### config.mk
export PLATFORM = sky130hd
export DESIGN_NAME = req_queue
export DESIGN_NICKNAME = d
export VERILOG_FILES = /design/src/source/zmem_pkg.sv /design/src/source/req_queue.sv
export VERILOG_INCLUDE_DIRS = /design/src /design/src/source
export SDC_FILE = /design/constraint.sdc
export NUM_CORES = 1
export LEC_CHECK = 0
export BUFFER_PORTS_ARGS = -buffer_cell sky130_fd_sc_hd__buf_2
export CELL_PAD_IN_SITES_DETAIL_PLACEMENT = 1
export CELL_PAD_IN_SITES_GLOBAL_PLACEMENT = 1
export CORE_AREA = 2 2 154 81
export DETAILED_ROUTE_END_ITERATION = 12
export DIE_AREA = 0 0 156 83
export PLACE_DENSITY = 0.67
export SETUP_SLACK_MARGIN = 0.1
export SYNTH_ARGS = -nofsm -noshare
export SYNTH_HDL_FRONTEND = slang
export SYNTH_SLANG_ARGS = --single-unit
### constraint.sdc
create_clock -name fclk -period 2.13 [get_ports fclk]
set_clock_uncertainty 0.05 [all_clocks]
set_input_delay 0.426 -clock fclk [delete_from_list [all_inputs] [get_ports fclk]]
set_output_delay 0.426 -clock fclk [all_outputs]
set_load 0.05 [all_outputs]
### src/source/zmem_params.svh
`ifndef ZMEM_PARAMS_SVH
`define ZMEM_PARAMS_SVH

// page number width inside one half of memory
`define ZMEM_PAGE_BITS 4

// offset width inside a 16 KB window
`define ZMEM_WIN_BITS 14

// request queue entries and starting credits
`define ZMEM_QUEUE_DEPTH 4

// fclk cycles per memory cycle
`define ZMEM_CYCLE_LEN 4

// low address bytes of the pager ports
`define ZMEM_PORT_PAGE 8'hF7
`define ZMEM_PORT_CFG 8'h77

`endif

### src/source/zmem_pkg.sv
`include "zmem_params.svh"

package zmem_pkg;

	// z80 side
	typedef logic [15:0] cpu_addr_t;
	typedef logic [7:0] mem_data_t;

	// window page number
	typedef logic [`ZMEM_PAGE_BITS-1:0] page_t;

	// rom flag on top, then page, then window offset
	typedef logic [`ZMEM_PAGE_BITS+`ZMEM_WIN_BITS:0] phys_addr_t;

	typedef enum logic
	{
		OP_READ,
		OP_WRITE
	} mem_op_e;

	typedef enum logic [1:0]
	{
		SEQ_IDLE,
		SEQ_CBEG,
		SEQ_ACCESS,
		SEQ_CEND
	} seq_state_e;

endpackage

### src/source/req_queue.sv
module req_queue
#(
	parameter int depth = 4
)
(
	input  logic                  fclk,
	input  logic                  reset,

	input  logic                  push,
	input  zmem_pkg::mem_op_e     push_op,
	input  zmem_pkg::phys_addr_t  push_addr,
	input  zmem_pkg::mem_data_t   push_data,

	input  logic                  pop,
	output logic                  empty,
	output zmem_pkg::mem_op_e     pop_op,
	output zmem_pkg::phys_addr_t  pop_addr,
	output zmem_pkg::mem_data_t   pop_data
);
	import zmem_pkg::*;

	localparam int ptr_bits = (depth > 1) ? $clog2(depth) : 1;
	localparam int cnt_bits = $clog2(depth + 1);
	localparam logic [ptr_bits-1:0] ptr_last = ptr_bits'(depth - 1);

	// entry storage
	mem_op_e    op_mem   [0:depth-1];
	phys_addr_t addr_mem [0:depth-1];
	mem_data_t  data_mem [0:depth-1];

	logic [ptr_bits-1:0] wr_ptr;
	logic [ptr_bits-1:0] rd_ptr;
	logic [cnt_bits-1:0] count;

	logic do_pop;

	assign do_pop = pop && !empty;

	always_ff @(posedge fclk)
	begin
		if (push)
		begin
			op_mem[wr_ptr]   <= push_op;
			addr_mem[wr_ptr] <= push_addr;
			data_mem[wr_ptr] <= push_data;
		end
	end

	// pointers wrap by compare so any depth works
	always_ff @(posedge fclk)
	begin
		if (reset)
		begin
			wr_ptr <= '0;
			rd_ptr <= '0;
			count  <= '0;
		end
		else
		begin
			if (push)
			begin
				wr_ptr <= (wr_ptr == ptr_last) ? '0 : wr_ptr + 1'b1;
			end
			if (do_pop)
			begin
				rd_ptr <= (rd_ptr == ptr_last) ? '0 : rd_ptr + 1'b1;
			end
			if (push && !do_pop)
			begin
				count <= count + 1'b1;
			end
			else if (do_pop && !push)
			begin
				count <= count - 1'b1;
			end
		end
	end

	assign empty    = (count == '0);
	assign pop_op   = op_mem[rd_ptr];
	assign pop_addr = addr_mem[rd_ptr];
	assign pop_data = data_mem[rd_ptr];

endmodule

==> results.json, run 1 <==
{
  "synth_xor_xnor_area_share_pct": 0.386,
  "r2r_start": "count[1]$_SDFFE_PP0P_",
  "seq_area_sq_um": 3560,
  "place_congestion": 0.699,
  "synthDominantCellAreaShare_pct": 74.1,
  "port_buffers": 60,
  "cts_tree": "done",
  "critPathLaunchType": "register",
  "fin_nets": 318,
  "critPathCaptureType": "primary output",
  "period_share_pct": 104,
  "rows": 28,
  "cts.sinks": 121,
  "async_reset_ff_share_pct": 0,
  "tightest_slew_ns": 0.345,
  "synth_most_common_cell": "edfxtp_1",
  "syn_nets": 228,
  "hold-worst-slack_ns": 0.177,
  "cts_buffers": 17,
  "grt_pass1_vias": 2359,
  "die-area_sq_um": 12900,
  "synth_top_family_by_area": "multiplexers",
  "initial_core_util_pct": 39.4,
  "yosysWarnings": 0,
  "synthToLayoutAreaGrowth_pct": 32.5,
  "avgSynthCellArea_sq_um": 24.0,
  "clockBufferDepth": 2,
  "drt_iter0_markers": 105,
  "violations": "setup timing",
  "fp.dieW_microns": 156,
  "htree_levels": 4,
  "die_y_microns": 83,
  "nFillCells": 1003,
  "grt_overflow": 0,
  "synth-seq-area-share_pct": 78.1,
  "synth.area.mux_share_pct": 15.4,
  "slew_viol_final": 0,
  "totalWireLength_microns": 9170,
  "dpl.hpwl_microns": 5530,
  "rrSetupSlack_ns": 0.16,
  "synth_compound_area_share_pct": 0.799,
  "path_class": "reg -> out",
  "period_minus_slack_ns": 2.21,
  "hold_viol": 0,
  "clkLatencyLatePin_ns": 0.42,
  "setup_violations": 28,
  "worstPathRequired_ns": 1.65,
  "grt_start_max_net_pins": 27,
  "cts_root_buf": "clkbuf_16",
  "cap_violations": 0,
  "synth_top_flop_cell": "edfxtp_1",
  "detail_route.first_pass.iterations": 4,
  "ios": 61,
  "syn_inst": 189,
  "report.power.total_mw": 8.27,
  "final_antenna_net_count": 0,
  "ir_drop_uv": 638,
  "crit_arrival_ns": 1.74,
  "synth_cell_type_count": 20,
  "min_from": "push_addr[4]",
  "cp_max_fo": 7,
  "synth_simple_gate_area_share_pct": 1.52,
  "clk_pin_slew_ns": 0.06,
  "rsz0062_at_grt": "yes",
  "synth-edff-count": 112,
  "grt_antenna_before_repair": 1,
  "synth.area.top_cells": "edfxtp_1 (74%), mux4_2 (9.9%), mux4_1 (4.6%), dfxtp_1 (4.0%), ha_1 (1.7%)",
  "yosys-top-cells-count": "edfxtp_1 (112), mux4_2 (20), dfxtp_1 (9)",
  "cts_hold_buf": 0,
  "setup_ws_ns": -0.0837,
  "syn_area_sq_um": 4540,
  "drc_errors": 0,
  "hp-class": "in -> reg",
  "core_area_sq_um": 11500,
  "track_usage_pct": 15.1,
  "synth_fa_ha_area_share_pct": 2.09,
  "fmax_mhz": 452,
  "synth_top_area_cell": "edfxtp_1",
  "vias": 2156,
  "synth-seq-cells": 121,
  "viasPerCell": 4.87,
  "relSlewSlack_pct": 76.7,
  "status": "finished, violations left",
  "grt_first_pass_wirelength_microns": 13800,
  "wl_per_cell_microns": 20.7,
  "powerDensity_nw_per_um2": 1370,
  "final_util_pct": 52.2,
  "multi_input_area_sq_um": 902,
  "layout-drive-gt1-share_pct": 50.0,
  "p_leak_nw": 2.11
}
logic make-up (layout without fill, tap and decap cells):
group / after synthesis / in the layout
buffers and inverters: 9 / 112
muxes: 32 / 32
xor gates and xnor gates: 2 / 2
other: 0 / 1
adders and majority gates: 7 / 7
and+or+nand+nor: 14 / 14
DFF: 121 / 121
AOI/OAI and AO/OA: 4 / 4
cells in the final DEF, fill, tap and decap left out:
| cell type | netlist | final |
|---|---|---|
| nor3_1 | 1 | 1 |
| ha_2 | 0 | 1 |
| or3_4 | 0 | 1 |
| mux2i_1 | 4 | 4 |
| dfxtp_4 | 0 | 3 |
| bufinv_16 | 0 | 6 |
| edfxtp_1 | 112 | 112 |
| clkinv_2 | 0 | 2 |
| dfxtp_1 | 9 | 5 |
| xor2_1 | 2 | 2 |
| buf_12 | 2 | 5 |
| clkinv_4 | 0 | 2 |
| mux4_2 | 20 | 28 |
| o31ai_4 | 1 | 1 |
| ha_1 | 6 | 5 |
| buf_4 | 0 | 11 |
| diode_2 | 0 | 1 |
| o21ai_0 | 1 | 1 |
| buf_2 | 3 | 32 |
| and2_1 | 4 | 4 |
| a21oi_1 | 2 | 1 |
| nor2_1 | 6 | 6 |
| a21oi_2 | 0 | 1 |
| buf_6 | 1 | 28 |
| or3_1 | 2 | 1 |
| clkinvlp_4 | 0 | 3 |
| nand2_1 | 1 | 1 |
| dfxtp_2 | 0 | 1 |
| inv_6 | 0 | 2 |
| clkbuf_16 | 0 | 18 |
| fa_2 | 0 | 1 |
| inv_1 | 3 | 3 |
report_power, final:
group,switching (mW),internal [mW],total [mW]
clock,1.05,2.20,3.25
sequential,0.0701,2.76,2.83
combinational,1.26,0.926,2.19
total,2.39,5.88,8.27
state kept, by name (all words and copies together) (netlist names), named ones only:
| name | flops |
|---|---|
| addr_mem | 76 |
| count | 3 |
| data_mem | 32 |
| op_mem | 4 |
| rd_ptr | 2 |
| wr_ptr | 2 |
layer usage:
layer | vias up | GRT usage [%] | wire length (microns)
met5 | - | 0 | 0
met2 | 53 | 21.3 | 3980
met1 | 1120 | 20.8 | 4580
met3 | 13 | 6.05 | 479
met4 | 0 | 6.26 | 129
li1 | 970 | - | -
final timing paths:
kind                         endpoint  cells past startpoint
min reg2reg                  register                      2
min          addr_mem[0][4]$_DFFE_PP_                      1
max                       pop_addr[9]                      4
max reg2reg     count[2]$_SDFFE_PP0P_                      7
critical path: stages (launching register included):
cell,delay [ns]
dfxtp_4,0.37
buf_12,0.11
buf_12,0.13
mux4_2,0.53
buf_6,0.18
timing repair:
item / CTS / global route
cloned: 0 / 1
pin swaps: 2 / 3
resized for setup: 67 / 7
setup buffers: 2 / 3
setup endpoints to repair: 29 / 29
layout make-up:
cell class	instances	area share, %
Timing Repair Buffer	77	11.4
Clock buffer	17	7.07
Antenna cell	1	0.0416
Multi-Input combinational cell	59	15.0
Inverter	3	0.187
Tap cell	150	3.12
Sequential cell	121	59.1
Clock inverter	15	4.12
stage by stage:
stage	TNS [ns]	instances	setup slack [ns]	instance area, sq um
finish	-1.34	443	-0.0837	6020
global route	-3.03	442	-0.134	6010
CTS	-1.29	438	-0.0927	5930
detailed placement	0	404	0.0492	5090
global placement	0	404	0.101	5090
floorplan	0	189	0.171	4540
(Power assumes the default switching activity.)
==> run 2: changes to the inputs <==
==> constraint.sdc (replaced) <==
create_clock -name fclk -period 2.5 [get_ports fclk]
set_clock_uncertainty 0.05 [all_clocks]
set_input_delay 0.5 -clock fclk [delete_from_list [all_inputs] [get_ports fclk]]
set_output_delay 0.5 -clock fclk [all_outputs]
set_load 0.05 [all_outputs]
==> run 2 against run 1 <==
The flow now finishes without violations. Non-clock buffer count down 2. Flip-flop and latch count did not move. Register-to-register slack improved by 0.19 ns. Critical path type unchanged. Sequential power is 15% lower. Combinational power is 30% lower. Critical path depth is the same. Setup slack better by 0.23 ns. Largest power group unchanged. Total power fell by 21%.
==> results.json, run 2 (same netlist as run 1, synthesis figures left out) <==
{
  "final_util_pct": 49.9,
  "cap_violations": 0,
  "layout-drive-gt1-share_pct": 43.8,
  "status": "complete, no violations",
  "p_comb_share_pct": 23.5,
  "swShare_pct": 29.2,
  "path_common_cell": "buf_12",
  "grt_first_pass_wirelength_microns": 13300,
  "detail_route.first_pass.iterations": 4,
  "layout_commonest_cell": "edfxtp_1",
  "gr-usage-met2_pct": 19.5,
  "report.power.total_mw": 6.56,
  "cts_root_buf": "clkbuf_16",
  "grt_use_met1_pct": 20.6,
  "largest_reg_flops": 76,
  "path_cells": "buf_12 > buf_12 > mux4_2 > buf_2",
  "nFillCells": 1064,
  "clk_pin_slew_ns": 0.06,
  "critical-path-max-stage-delay_ns": 0.50,
  "place_congestion": 0.698,
  "cp_max_fo": 15,
  "top_register": "addr_mem",
  "setup_violations": 0,
  "clkLatencyLatePin_ns": 0.41,
  "grt_antenna_before_repair": 1,
  "rows": 28,
  "worstPathRequired_ns": 1.95,
  "final_antenna_net_count": 0,
  "cts_buffers": 17,
  "power_switching_mw": 1.92,
  "critPathLaunchType": "register",
  "tightest_slew_ns": 0.518,
  "powerDensity_nw_per_um2": 1140,
  "tns_ns": 0,
  "htree_levels": 4,
  "initial_core_util_pct": 39.4,
  "busiest_layer": "met1",
  "drt_iter0_markers": 139,
  "drc_errors": 0,
  "cts.sinks": 121,
  "rsz0062_at_grt": "yes",
  "hold_viol": 0,
  "fp.dieW_microns": 156,
  "fmax_mhz": 424,
  "period_share_pct": 94.2,
  "core_area_sq_um": 11500,
  "p_int_mw": 4.64,
  "synthToLayoutAreaGrowth_pct": 26.7,
  "vias": 2170,
  "wl_per_cell_microns": 20.0,
  "relSlewSlack_pct": 65.4,
  "p_seq_share_pct": 36.6,
  "critPathCaptureType": "primary output",
  "viasPerCell": 4.92,
  "ir_drop_uv": 527,
  "grt_pass1_vias": 2290,
  "die_y_microns": 83,
  "pwr-share-clk_pct": 39.9,
  "reg_top3": "addr_mem (76), data_mem (32), op_mem (4)",
  "crit_arrival_ns": 1.81,
  "use_met3_pct": 5.53,
  "clockBufferDepth": 2,
  "path_class": "reg -> out",
  "dpl.hpwl_microns": 5330,
  "p_leak_nw": 2.04,
  "die-area_sq_um": 12900,
  "hp-class": "in -> reg",
  "grt_overflow": 0,
  "mostFrequentLayoutCells": "edfxtp_1 (112), buf_2 (59), mux4_2 (21), clkbuf_16 (17), buf_4 (11)",
  "ios": 61,
  "slew_viol_final": 0,
  "port_buffers": 60,
  "cts_tree": "done",
  "cp_slowest_cell": "mux4_2",
  "grt_start_max_net_pins": 20,
  "period_minus_slack_ns": 2.36,
  "fin_nets": 316,
  "track_usage_pct": 14.6,
  "hold-worst-slack_ns": 0.257,
  "totalWireLength_microns": 8840
}
## run 2: changes by cell type in the layout (fill, tap and decap cells not counted), moves of 2 or more
cell / delta
clkinv_4: -2
buf_12: -2
clkbuf_1: +2
mux4_2: -7
buf_2: +27
dfxtp_1: +3
mux4_1: +7
dfxtp_4: -3
buf_6: -27
## run 2: final timing paths
path                                   end  slack [ns]                    from  cells after the start
setup / recovery               pop_addr[9]        0.14                register                      4
hold / removal    addr_mem[1][2]$_DFFE_PP_        0.26            push_addr[2]                      1
setup reg to reg     count[2]$_SDFFE_PP0P_        0.35   count[1]$_SDFFE_PP0P_                      7
hold reg to reg                   register        0.48  rd_ptr[0]$_SDFFE_PP0P_                      2
## run 2: layer usage
layer	share of wire, %	up-vias
met4	2.5	0
met3	6.0	17
met1	49	1118
met2	42	65
met5	0	-
li1	-	970
## run 2: timing repair
item                                    CTS  global route
endpoints found under the setup margin    1             5
hold buffers                              0             0
setup buffers                             0             3
gates resized for setup                   1             2
## run 2: worst max-delay path: cells and delay by family (launching register included)
family	cells	cell delay, ns
buffers and inverters	3	0.54
flip-flops	1	0.36
multiplexers	1	0.50
## run 2: final cells by class
| class | instances | area (sq um) | area share [%] |
|---|---|---|---|
| multi-input cells | 59 | 915 | 15.9 |
| clock inverters | 13 | 200 | 3.48 |
| flip-flops and latches | 121 | 3540 | 61.6 |
| well taps | 150 | 188 | 3.26 |
| inverters | 3 | 11.3 | 0.196 |
| diodes | 1 | 2.50 | 0.0435 |
| repair buffers | 75 | 457 | 7.94 |
| clock buffers | 19 | 433 | 7.53 |
## run 2: stage by stage
step / cell area, sq um / std cells / setup slack [ns]
after floorplan: 4540 / 189 / 0.489
after global placement: 5060 / 405 / 0.447
after detailed placement: 5060 / 405 / 0.359
after global routing: 5750 / 440 / 0.0884
after CTS: 5690 / 437 / 0.110
final: 5750 / 441 / 0.144
## run 2: power by group through the flow
stage	sequential [mW]	clock (mW)	combinational, mW
2_1_floorplan	2.42	0	1.18
3_3_place_gp	2.44	0	1.47
3_5_place_dp	2.44	0	1.49
4_1_cts	2.40	2.67	1.50
5_1_grt	2.41	2.76	1.63
6_report	2.40	2.61	1.54
