### src/source/zmem_params.svh
`ifndef ZMEM_PARAMS_SVH
`define ZMEM_PARAMS_SVH

// page number width inside one half of memory
`define ZMEM_PAGE_BITS 4

// offset width inside a 16 KB window
`define ZMEM_WIN_BITS 14

// request queue entries and starting credits
`define ZMEM_QUEUE_DEPTH 4

// fclk cycles per memory cycle
`define ZMEM_CYCLE_LEN 4

// low address bytes of the pager ports
`define ZMEM_PORT_PAGE 8'hF7
`define ZMEM_PORT_CFG 8'h77

`endif

### src/source/zmem_pkg.sv
`include "zmem_params.svh"

package zmem_pkg;

	// z80 side
	typedef logic [15:0] cpu_addr_t;
	typedef logic [7:0] mem_data_t;

	// window page number
	typedef logic [`ZMEM_PAGE_BITS-1:0] page_t;

	// rom flag on top, then page, then window offset
	typedef logic [`ZMEM_PAGE_BITS+`ZMEM_WIN_BITS:0] phys_addr_t;

	typedef enum logic
	{
		OP_READ,
		OP_WRITE
	} mem_op_e;

	typedef enum logic [1:0]
	{
		SEQ_IDLE,
		SEQ_CBEG,
		SEQ_ACCESS,
		SEQ_CEND
	} seq_state_e;

endpackage

### src/source/zpager.sv
`include "zmem_params.svh"

module zpager
(
	input  logic                  fclk,
	input  logic                  reset,

	// cpu request port
	input  logic                  req,
	input  zmem_pkg::mem_op_e     req_op,
	input  zmem_pkg::cpu_addr_t   req_addr,
	input  zmem_pkg::mem_data_t   req_wrdata,

	// port writes
	input  logic                  port_wr,
	input  zmem_pkg::cpu_addr_t   port_addr,
	input  zmem_pkg::mem_data_t   port_data,

	// one credit back per pop in the sequencer
	input  logic                  credit_ret,

	output logic                  busy,

	// towards the request queue
	output logic                  push,
	output zmem_pkg::mem_op_e     push_op,
	output zmem_pkg::phys_addr_t  push_addr,
	output zmem_pkg::mem_data_t   push_data
);
	import zmem_pkg::*;

	localparam int credit_bits = $clog2(`ZMEM_QUEUE_DEPTH + 1);
	localparam logic [credit_bits-1:0] credit_init = credit_bits'(`ZMEM_QUEUE_DEPTH);

	// window mapping state
	page_t      win_page [0:3];
	logic [3:0] win_rom;
	logic       romrw_en;

	logic [credit_bits-1:0] credits;

	logic       page_hit;
	logic       cfg_hit;
	logic [1:0] port_win;

	logic [1:0] req_win;
	logic       accept;
	logic       rom_drop;

	////////////////////////////////////////////////////////////
	// port decode
	////////////////////////////////////////////////////////////

	assign page_hit = port_wr && (port_addr[7:0] == `ZMEM_PORT_PAGE);
	assign cfg_hit  = port_wr && (port_addr[7:0] == `ZMEM_PORT_CFG);

	// high address bits pick the window for the page port
	assign port_win = port_addr[15:14];

	always_ff @(posedge fclk)
	begin
		if (reset)
		begin
			// rom page 0 in window 0, ram pages 1..3 above it
			win_rom <= 4'b0001;
			for (int i = 0; i < 4; i++)
			begin
				win_page[i] <= page_t'(i);
			end
		end
		else if (page_hit)
		begin
			// data bit 7 set means ram
			win_rom[port_win]  <= ~port_data[7];
			win_page[port_win] <= port_data[`ZMEM_PAGE_BITS-1:0];
		end
	end

	always_ff @(posedge fclk)
	begin
		if (reset)
		begin
			romrw_en <= 1'b0;
		end
		else if (cfg_hit)
		begin
			romrw_en <= port_data[0];
		end
	end

	////////////////////////////////////////////////////////////
	// address translation
	////////////////////////////////////////////////////////////

	assign req_win = req_addr[15:14];

	assign accept = req && !busy;

	// rom write while protected is swallowed here
	assign rom_drop = (req_op == OP_WRITE) && win_rom[req_win] && !romrw_en;

	assign push      = accept && !rom_drop;
	assign push_op   = req_op;
	assign push_data = req_wrdata;
	assign push_addr = {win_rom[req_win], win_page[req_win], req_addr[`ZMEM_WIN_BITS-1:0]};

	////////////////////////////////////////////////////////////
	// credits
	////////////////////////////////////////////////////////////

	always_ff @(posedge fclk)
	begin
		if (reset)
		begin
			credits <= credit_init;
		end
		else
		begin
			case ({push, credit_ret})
				2'b10:
				begin
					credits <= credits - 1'b1;
				end
				2'b01:
				begin
					credits <= credits + 1'b1;
				end
				default:
				begin
					credits <= credits;
				end
			endcase
		end
	end

	// no credit left means the queue could be full
	assign busy = (credits == '0);

endmodule

### config.mk
export PLATFORM = sky130hd
export DESIGN_NAME = zpager
export DESIGN_NICKNAME = d
export VERILOG_FILES = /design/src/source/zmem_pkg.sv /design/src/source/zpager.sv
export VERILOG_INCLUDE_DIRS = /design/src /design/src/source
export SDC_FILE = /design/constraint.sdc
export NUM_CORES = 1
export LEC_CHECK = 0
export ABC_AREA = 1
export BUFFER_PORTS_ARGS = -buffer_cell sky130_fd_sc_hd__buf_2
export CAP_MARGIN = 20
export CORE_AREA = 2 2 65 67
export DETAILED_ROUTE_END_ITERATION = 12
export DIE_AREA = 0 0 67 69
export GPL_TIMING_DRIVEN = 0
export PLACE_DENSITY_LB_ADDON = 0.2
export SETUP_SLACK_MARGIN = 0.15
export SLEW_MARGIN = 20
export SYNTH_ARGS = -nofsm -noshare
export SYNTH_HDL_FRONTEND = slang
export SYNTH_SLANG_ARGS = --single-unit
### constraint.sdc
create_clock -name fclk -period 4 [get_ports fclk]
set_clock_uncertainty 0.05 [all_clocks]
set_input_delay 0.2 -clock fclk [delete_from_list [all_inputs] [get_ports fclk]]
set_output_delay 0.2 -clock fclk [all_outputs]
set_load 0.05 [all_outputs]
==> results of run 1 <==
## area by class of cell
class	count	share of cell area [%]
clock buffer	3	2.21
clock inverter	1	0.201
timing repair buffer	52	13.9
tap	50	3.35
buffer	26	10.3
inverter	28	5.63
sequential	24	34.3
multi-input combinational	107	30.1
## logic make-up after synthesis
kind of cell / share of synthesized area (%)
buffers and inverters: 19.8
and+or+nand+nor: 29.3
AOI/OAI and AO/OA: 6.00
adders and majority gates: 2.17
DFF: 42.7
## worst max-delay path: stages (launching register included)
cell	delay (ns)
sky130_fd_sc_hd__dfxtp_1	0.35
sky130_fd_sc_hd__nand2_1	0.06
sky130_fd_sc_hd__nand3_1	0.07
sky130_fd_sc_hd__and2_1	0.16
sky130_fd_sc_hd__nand3_1	0.08
sky130_fd_sc_hd__nand2_1	0.08
sky130_fd_sc_hd__ha_1	0.14
sky130_fd_sc_hd__inv_1	0.06
sky130_fd_sc_hd__fa_1	0.38
sky130_fd_sc_hd__nand2_1	0.08
sky130_fd_sc_hd__nand2_1	0.06
sky130_fd_sc_hd__a21oi_1	0.11
sky130_fd_sc_hd__o21ai_0	0.08
## per-layer routing
metal | vias up | GRT usage (%)
li1 | 693 | -
met3 | 2 | 1.96
met5 | - | 0
met4 | 0 | 4.76
met2 | 51 | 22.1
met1 | 570 | 18.9
## registers in the layout, indices dropped and copies added (netlist names)
register,flops
win_page,16
win_rom,4
romrw_en,1
credits,3
## per-stage QoR
stage | worst slack [ns] | power (mW) | instance area [µm²] | util [%] | hold WS, ns
floorplan | 1.29 | 0.429 | 1500 | - | 0.250
global placement | 1.91 | 0.472 | 1820 | 46.6 | 0.357
detailed placement | 1.92 | 0.473 | 1820 | 46.6 | 0.361
CTS | 2.13 | 0.612 | 1870 | 47.7 | 0.0887
global route | 1.92 | 0.643 | 1870 | 47.7 | 0.0951
finish | 2.14 | 0.607 | 1870 | 47.7 | 0.0927
## power groups by stage
stage,registers [mW],logic (mW),clock network [mW]
floorplan,0.290,0.140,0
global placement,0.291,0.180,0
detailed placement,0.292,0.181,0
CTS,0.286,0.182,0.144
global route,0.288,0.197,0.158
finish,0.286,0.180,0.140
## cells in the mapped netlist
cell,instances,share of area (%)
sky130_fd_sc_hd__a21oi_1,2,0.67
sky130_fd_sc_hd__and2_1,1,0.42
sky130_fd_sc_hd__buf_2,1,0.33
sky130_fd_sc_hd__buf_4,23,12
sky130_fd_sc_hd__buf_6,1,0.75
sky130_fd_sc_hd__clkbuf_1,1,0.25
sky130_fd_sc_hd__dfxtp_1,8,11
sky130_fd_sc_hd__edfxtp_1,16,32
sky130_fd_sc_hd__fa_1,1,1.3
sky130_fd_sc_hd__ha_1,1,0.83
sky130_fd_sc_hd__inv_1,25,6.3
sky130_fd_sc_hd__inv_2,3,0.75
sky130_fd_sc_hd__nand2_1,26,6.5
sky130_fd_sc_hd__nand2_2,1,0.42
sky130_fd_sc_hd__nand2_4,2,1.5
sky130_fd_sc_hd__nand3_1,7,2.3
sky130_fd_sc_hd__nand4_1,10,4.2
sky130_fd_sc_hd__nor2_1,27,6.8
sky130_fd_sc_hd__nor2_4,2,1.5
sky130_fd_sc_hd__nor2_8,1,1.3
sky130_fd_sc_hd__nor3_1,9,3.0
sky130_fd_sc_hd__nor3_2,2,1.3
sky130_fd_sc_hd__o21ai_0,11,3.7
sky130_fd_sc_hd__o22ai_1,4,1.7
## how the worst max path moves through the flow
stage / start / endpoint / slack [ns] / cells after the start
floorplan: credits[0] / credits[2] / 1.29 / 10
global placement: req_addr[14] / credits[2] / 1.91 / 14
detailed placement: req_addr[14] / credits[2] / 1.92 / 14
CTS: win_rom[0] / credits[2] / 2.13 / 12
global route: credits[0] / credits[2] / 1.92 / 10
finish: win_rom[0] / credits[2] / 2.14 / 12
==> flow_summary.toml, run 1 <==
[cts]
cts_tree = "yes"
cts-hold-fix-buffers = 0
cts_made_buffers = 3
clk_latency_ns = 0.26
cts_buffer_depth = 2
clk_pin_slew_ns = 0.08
ctsRootBufferMaster = "sky130_fd_sc_hd__clkbuf_8"
postCtsSetupBuffers = 0
cts.htree.levels = 1
cts_sinks = 24
ctsResizeCount = 0

[die]
chip_width_um = 67
fp.dieH_um = 69
dieArea_mm2 = 0.00462
number_of_core_rows = 23
num_io_pins = 84
initial_core_utilization_pct = 38.3
design.core.area_mm2 = 0.00391

[worst_hold_path]
whs_path_depth = 3
timing.hold.worst_endpoint = "credits[2]"
hold_path_class = "in -> reg"
min_from = "reset"

[synth]
ys_seq_elements = 24
synth_sequential_area_ratio_pct = 42.7
mappedNetlistArea_mm2 = 0.00150
syn_area_per_cell_um2 = 8.11
mapped_cells = 185
ys_warn_count = 0
synth_fp_nets = 241
ys_types = 24

[drt]
mean_number_of_vias_per_cell = 4.52
met3_routed_length_um = 171
drt.antenna.violating_nets = 0
detailedRoute.firstIterationViolations = 60
postRouteWirelength_mm = 3.12
remaining_drc_errors = 0
wl_per_cell_um = 10.7
wl_met2_mm = 1.47
route.vias.total = 1316
route.layer.met1.wl_mm = 1.45
dr.pass1.iters = 4
highest_layer = "met4"

[power]
p_leak_nw = 0.952
p_seq_share_pct = 47.2
clock_share_of_power_pct = 23.2
vdd_ir_drop_max_mv = 0.0959
power.density_mw_per_mm2 = 325
power_switching_share_pct = 34.1
power.share.combinational_pct = 29.7
total_switching_power_mw = 0.207
intPower_mw = 0.400

[worst_setup_path]
critical_path.reg2reg.startpoint = "win_rom[0]"
crit-reg2reg-capture = "credits[2]"
setup.worst_path.end_class = "flop"
arrival_ns = 1.96
required_ns = 4.10
timing_worst_setup_path_type = "reg -> reg"
critPathMaxFanout = 3
reg2regPathDepth = 12
rrSetupSlack_ns = 2.14
startpoint_type = "flop"

[sta]
final-hold-violation-count = 0
timing.final.max_slew_violations = 0
final.min_clock_period_ns = 1.86
worst_pin_slew_ns = 0.393
max_freq_ghz = 0.537
final-setup-viol-count = 0
headroom_to_the_max_slew_limit_pct = 73.8
rsz0062_at_grt = "false"
min_period_over_period_pct = 46.5
setup_total_negative_slack_ns = 0

[global_route]
first_global_vias = 1180
overflow = 0
grt_util_all_layers_pct = 13.9
initial_antenna_violation_count = 0
grt_first_pass_wirelength_mm = 5.04
grt_max_degree = 14

[status]
run_status = "finished clean"

[layout]
stdcell_count = 291
mostFrequentLayoutCell = "sky130_fd_sc_hd__buf_2"
seqCellArea_um2 = 641
fraction_of_final_layout_cells_with_drive_strength_greater_than_1_pct = 37.8
num-nets-final = 298
insertedDiodeCount = 0
synth_to_layout_area_growth_pct = 24.5
multi_input_area_um2 = 562
final.fill_count = 406
layout.cells.most_common_list = "53 x sky130_fd_sc_hd__buf_2, 27 x sky130_fd_sc_hd__nor2_1, 26 x sky130_fd_sc_hd__nand2_1"

[place]
dpl.hpwl_mm = 2.59
gp_congestion = 0.811
port_buffers = 52
dp_cells = 287

[job]
max_cap_viol_count = 0
Note: power is estimated with default switching activity, not from simulation.
==> run 2, diff against run 1 <==
- clock period: 4 -> 1.86 ns (I/O delays scaled with it)
==> flow_summary.toml, run 2 (same netlist as run 1, synthesis figures left out) <==
[place]
dp_cells = 287
dpl.hpwl_mm = 2.51
dpl_worst_slack_ns = -0.103
port_buffers = 52
gp_congestion = 0.797

[global_route]
grt_max_degree = 15
first_global_vias = 1210
overflow = 0
grt_first_pass_wirelength_mm = 5.00
initial_antenna_violation_count = 0
grt_util_all_layers_pct = 13.9

[cts]
cts_sinks = 24
cts_buffer_depth = 2
cts_tree = "yes"
cts_made_buffers = 3
clk_latency_ns = 0.27
cts.htree.levels = 1
clk_pin_slew_ns = 0.09
ctsRootBufferMaster = "sky130_fd_sc_hd__clkbuf_8"

[worst_setup_path]
reg2regPathDepth = 12
rrSetupSlack_ns = 0.11
timing_worst_setup_path_type = "reg -> reg"
critPathMaxFanout = 2
setup.worst_path.end_class = "flop"
startpoint_type = "flop"
required_ns = 1.96
arrival_ns = 1.85

[die]
initial_core_utilization_pct = 38.3
num_io_pins = 84
design.core.area_mm2 = 0.00391
number_of_core_rows = 23
dieArea_mm2 = 0.00462
fp.dieH_um = 69
chip_width_um = 67

[layout]
layout.cells.most_common_list = "52 x sky130_fd_sc_hd__buf_2, 27 x sky130_fd_sc_hd__nor2_1, 25 x sky130_fd_sc_hd__buf_4"
synth_to_layout_area_growth_pct = 36.3
stdcell_count = 297
insertedDiodeCount = 0
largest-register = "win_page"
layout_top_registers = "win_page x16, win_rom x4, credits x3"
multi_input_area_um2 = 631
seqCellArea_um2 = 649
largest_reg_flops = 16
fraction_of_final_layout_cells_with_drive_strength_greater_than_1_pct = 48.2
mostFrequentLayoutCell = "sky130_fd_sc_hd__buf_2"
final.fill_count = 372
num-nets-final = 304

[job]
max_cap_viol_count = 0

[drt]
wl_per_cell_um = 10.9
remaining_drc_errors = 0
route.vias.total = 1365
drt.antenna.violating_nets = 0
dr.pass1.iters = 4
detailedRoute.firstIterationViolations = 53
postRouteWirelength_mm = 3.23
mean_number_of_vias_per_cell = 4.60

[worst_hold_path]
whs_path_depth = 3
hold_path_class = "in -> reg"

[sta]
final.min_clock_period_ns = 1.75
setup_total_negative_slack_ns = 0
setup_ws_ns = 0.109
rsz0062_at_grt = "true"
max_freq_ghz = 0.571
final-hold-violation-count = 0
final-setup-viol-count = 0
headroom_to_the_max_slew_limit_pct = 78.3
worst_pin_slew_ns = 0.324
min_period_over_period_pct = 94.1
timing.final.max_slew_violations = 0

[status]
run_status = "finished clean"

[power]
power.density_mw_per_mm2 = 753
vdd_ir_drop_max_mv = 0.289
p_leak_nw = 1.01
run 2: changes by cell type in the layout (fill, tap and decap cells not counted), sizes merged:
cell         before  now
dlygate4sd3       0    1
clkinv            1    0
buf              77   82
bufinv            0    1
run 2: per-layer routing:
metal	global-route usage [%]	up-vias	share of wire [%]
met5	0	-	0
met3	1.96	6	6.3
met4	6.80	0	1.8
met2	22.7	59	48
met1	17.8	598	44
li1	-	702	-
run 2: path summary, 6_finish.rpt:
path,from,to
setup reg to reg,win_rom[0],credits[2]
hold / removal,port_data[0],romrw_en
hold reg to reg,win_rom[2],win_rom[2]
setup / recovery,win_rom[0],credits[2]
run 2: per-stage QoR:
| step | utilization (%) | total power, mW | hold WS, ns | area, µm² |
|---|---|---|---|---|
| after floorplan | - | 0.938 | 0.143 | 1520 |
| after global placement | 47.0 | 1.03 | 0.252 | 1840 |
| after CTS | 50.5 | 1.51 | 0.0258 | 1980 |
| after detailed placement | 47.0 | 1.03 | 0.275 | 1840 |
| after global routing | 52.2 | 1.61 | 0.0462 | 2040 |
| final | 52.2 | 1.54 | 0.0260 | 2040 |
run 2: layout make-up:
cell class	instances	area share [%]
flip-flops and latches	24	31.8
multi-input cells	107	30.8
repair buffers	58	16.1
plain buffers	26	9.49
inverters	28	5.26
well taps	50	3.06
clock buffers	3	2.02
clock inverters	1	1.47
run 2: what timing repair did:
item / CTS / global route
setup endpoints to repair: 2 / 19
setup buffers: 5 / 0
pin swaps: 7 / 7
endpoints found under the hold margin: 1 / 0
gates resized for setup: 10 / 21
hold buffers: 1 / 0
run 2: power breakdown:
group / internal, mW / leakage, nW / switching [mW]
combinational: 0.163 / 0.756 / 0.298
clock: 0.288 / 0.0357 / 0.165
sequential: 0.600 / 0.221 / 0.0262
total: 1.05 / 1.01 / 0.489
run 2: critical path: stages (launching register included):
cell and delay, ns:
sky130_fd_sc_hd__dfxtp_2 0.34, sky130_fd_sc_hd__nand2_2 0.06, sky130_fd_sc_hd__nand3_2 0.08, sky130_fd_sc_hd__and2_4 0.15
sky130_fd_sc_hd__nand3_4 0.06, sky130_fd_sc_hd__nand2_4 0.08, sky130_fd_sc_hd__ha_4 0.13, sky130_fd_sc_hd__inv_2 0.03
sky130_fd_sc_hd__fa_2 0.33, sky130_fd_sc_hd__nand2_2 0.07, sky130_fd_sc_hd__nand2_2 0.06, sky130_fd_sc_hd__a21oi_2 0.11
sky130_fd_sc_hd__o21ai_1 0.07
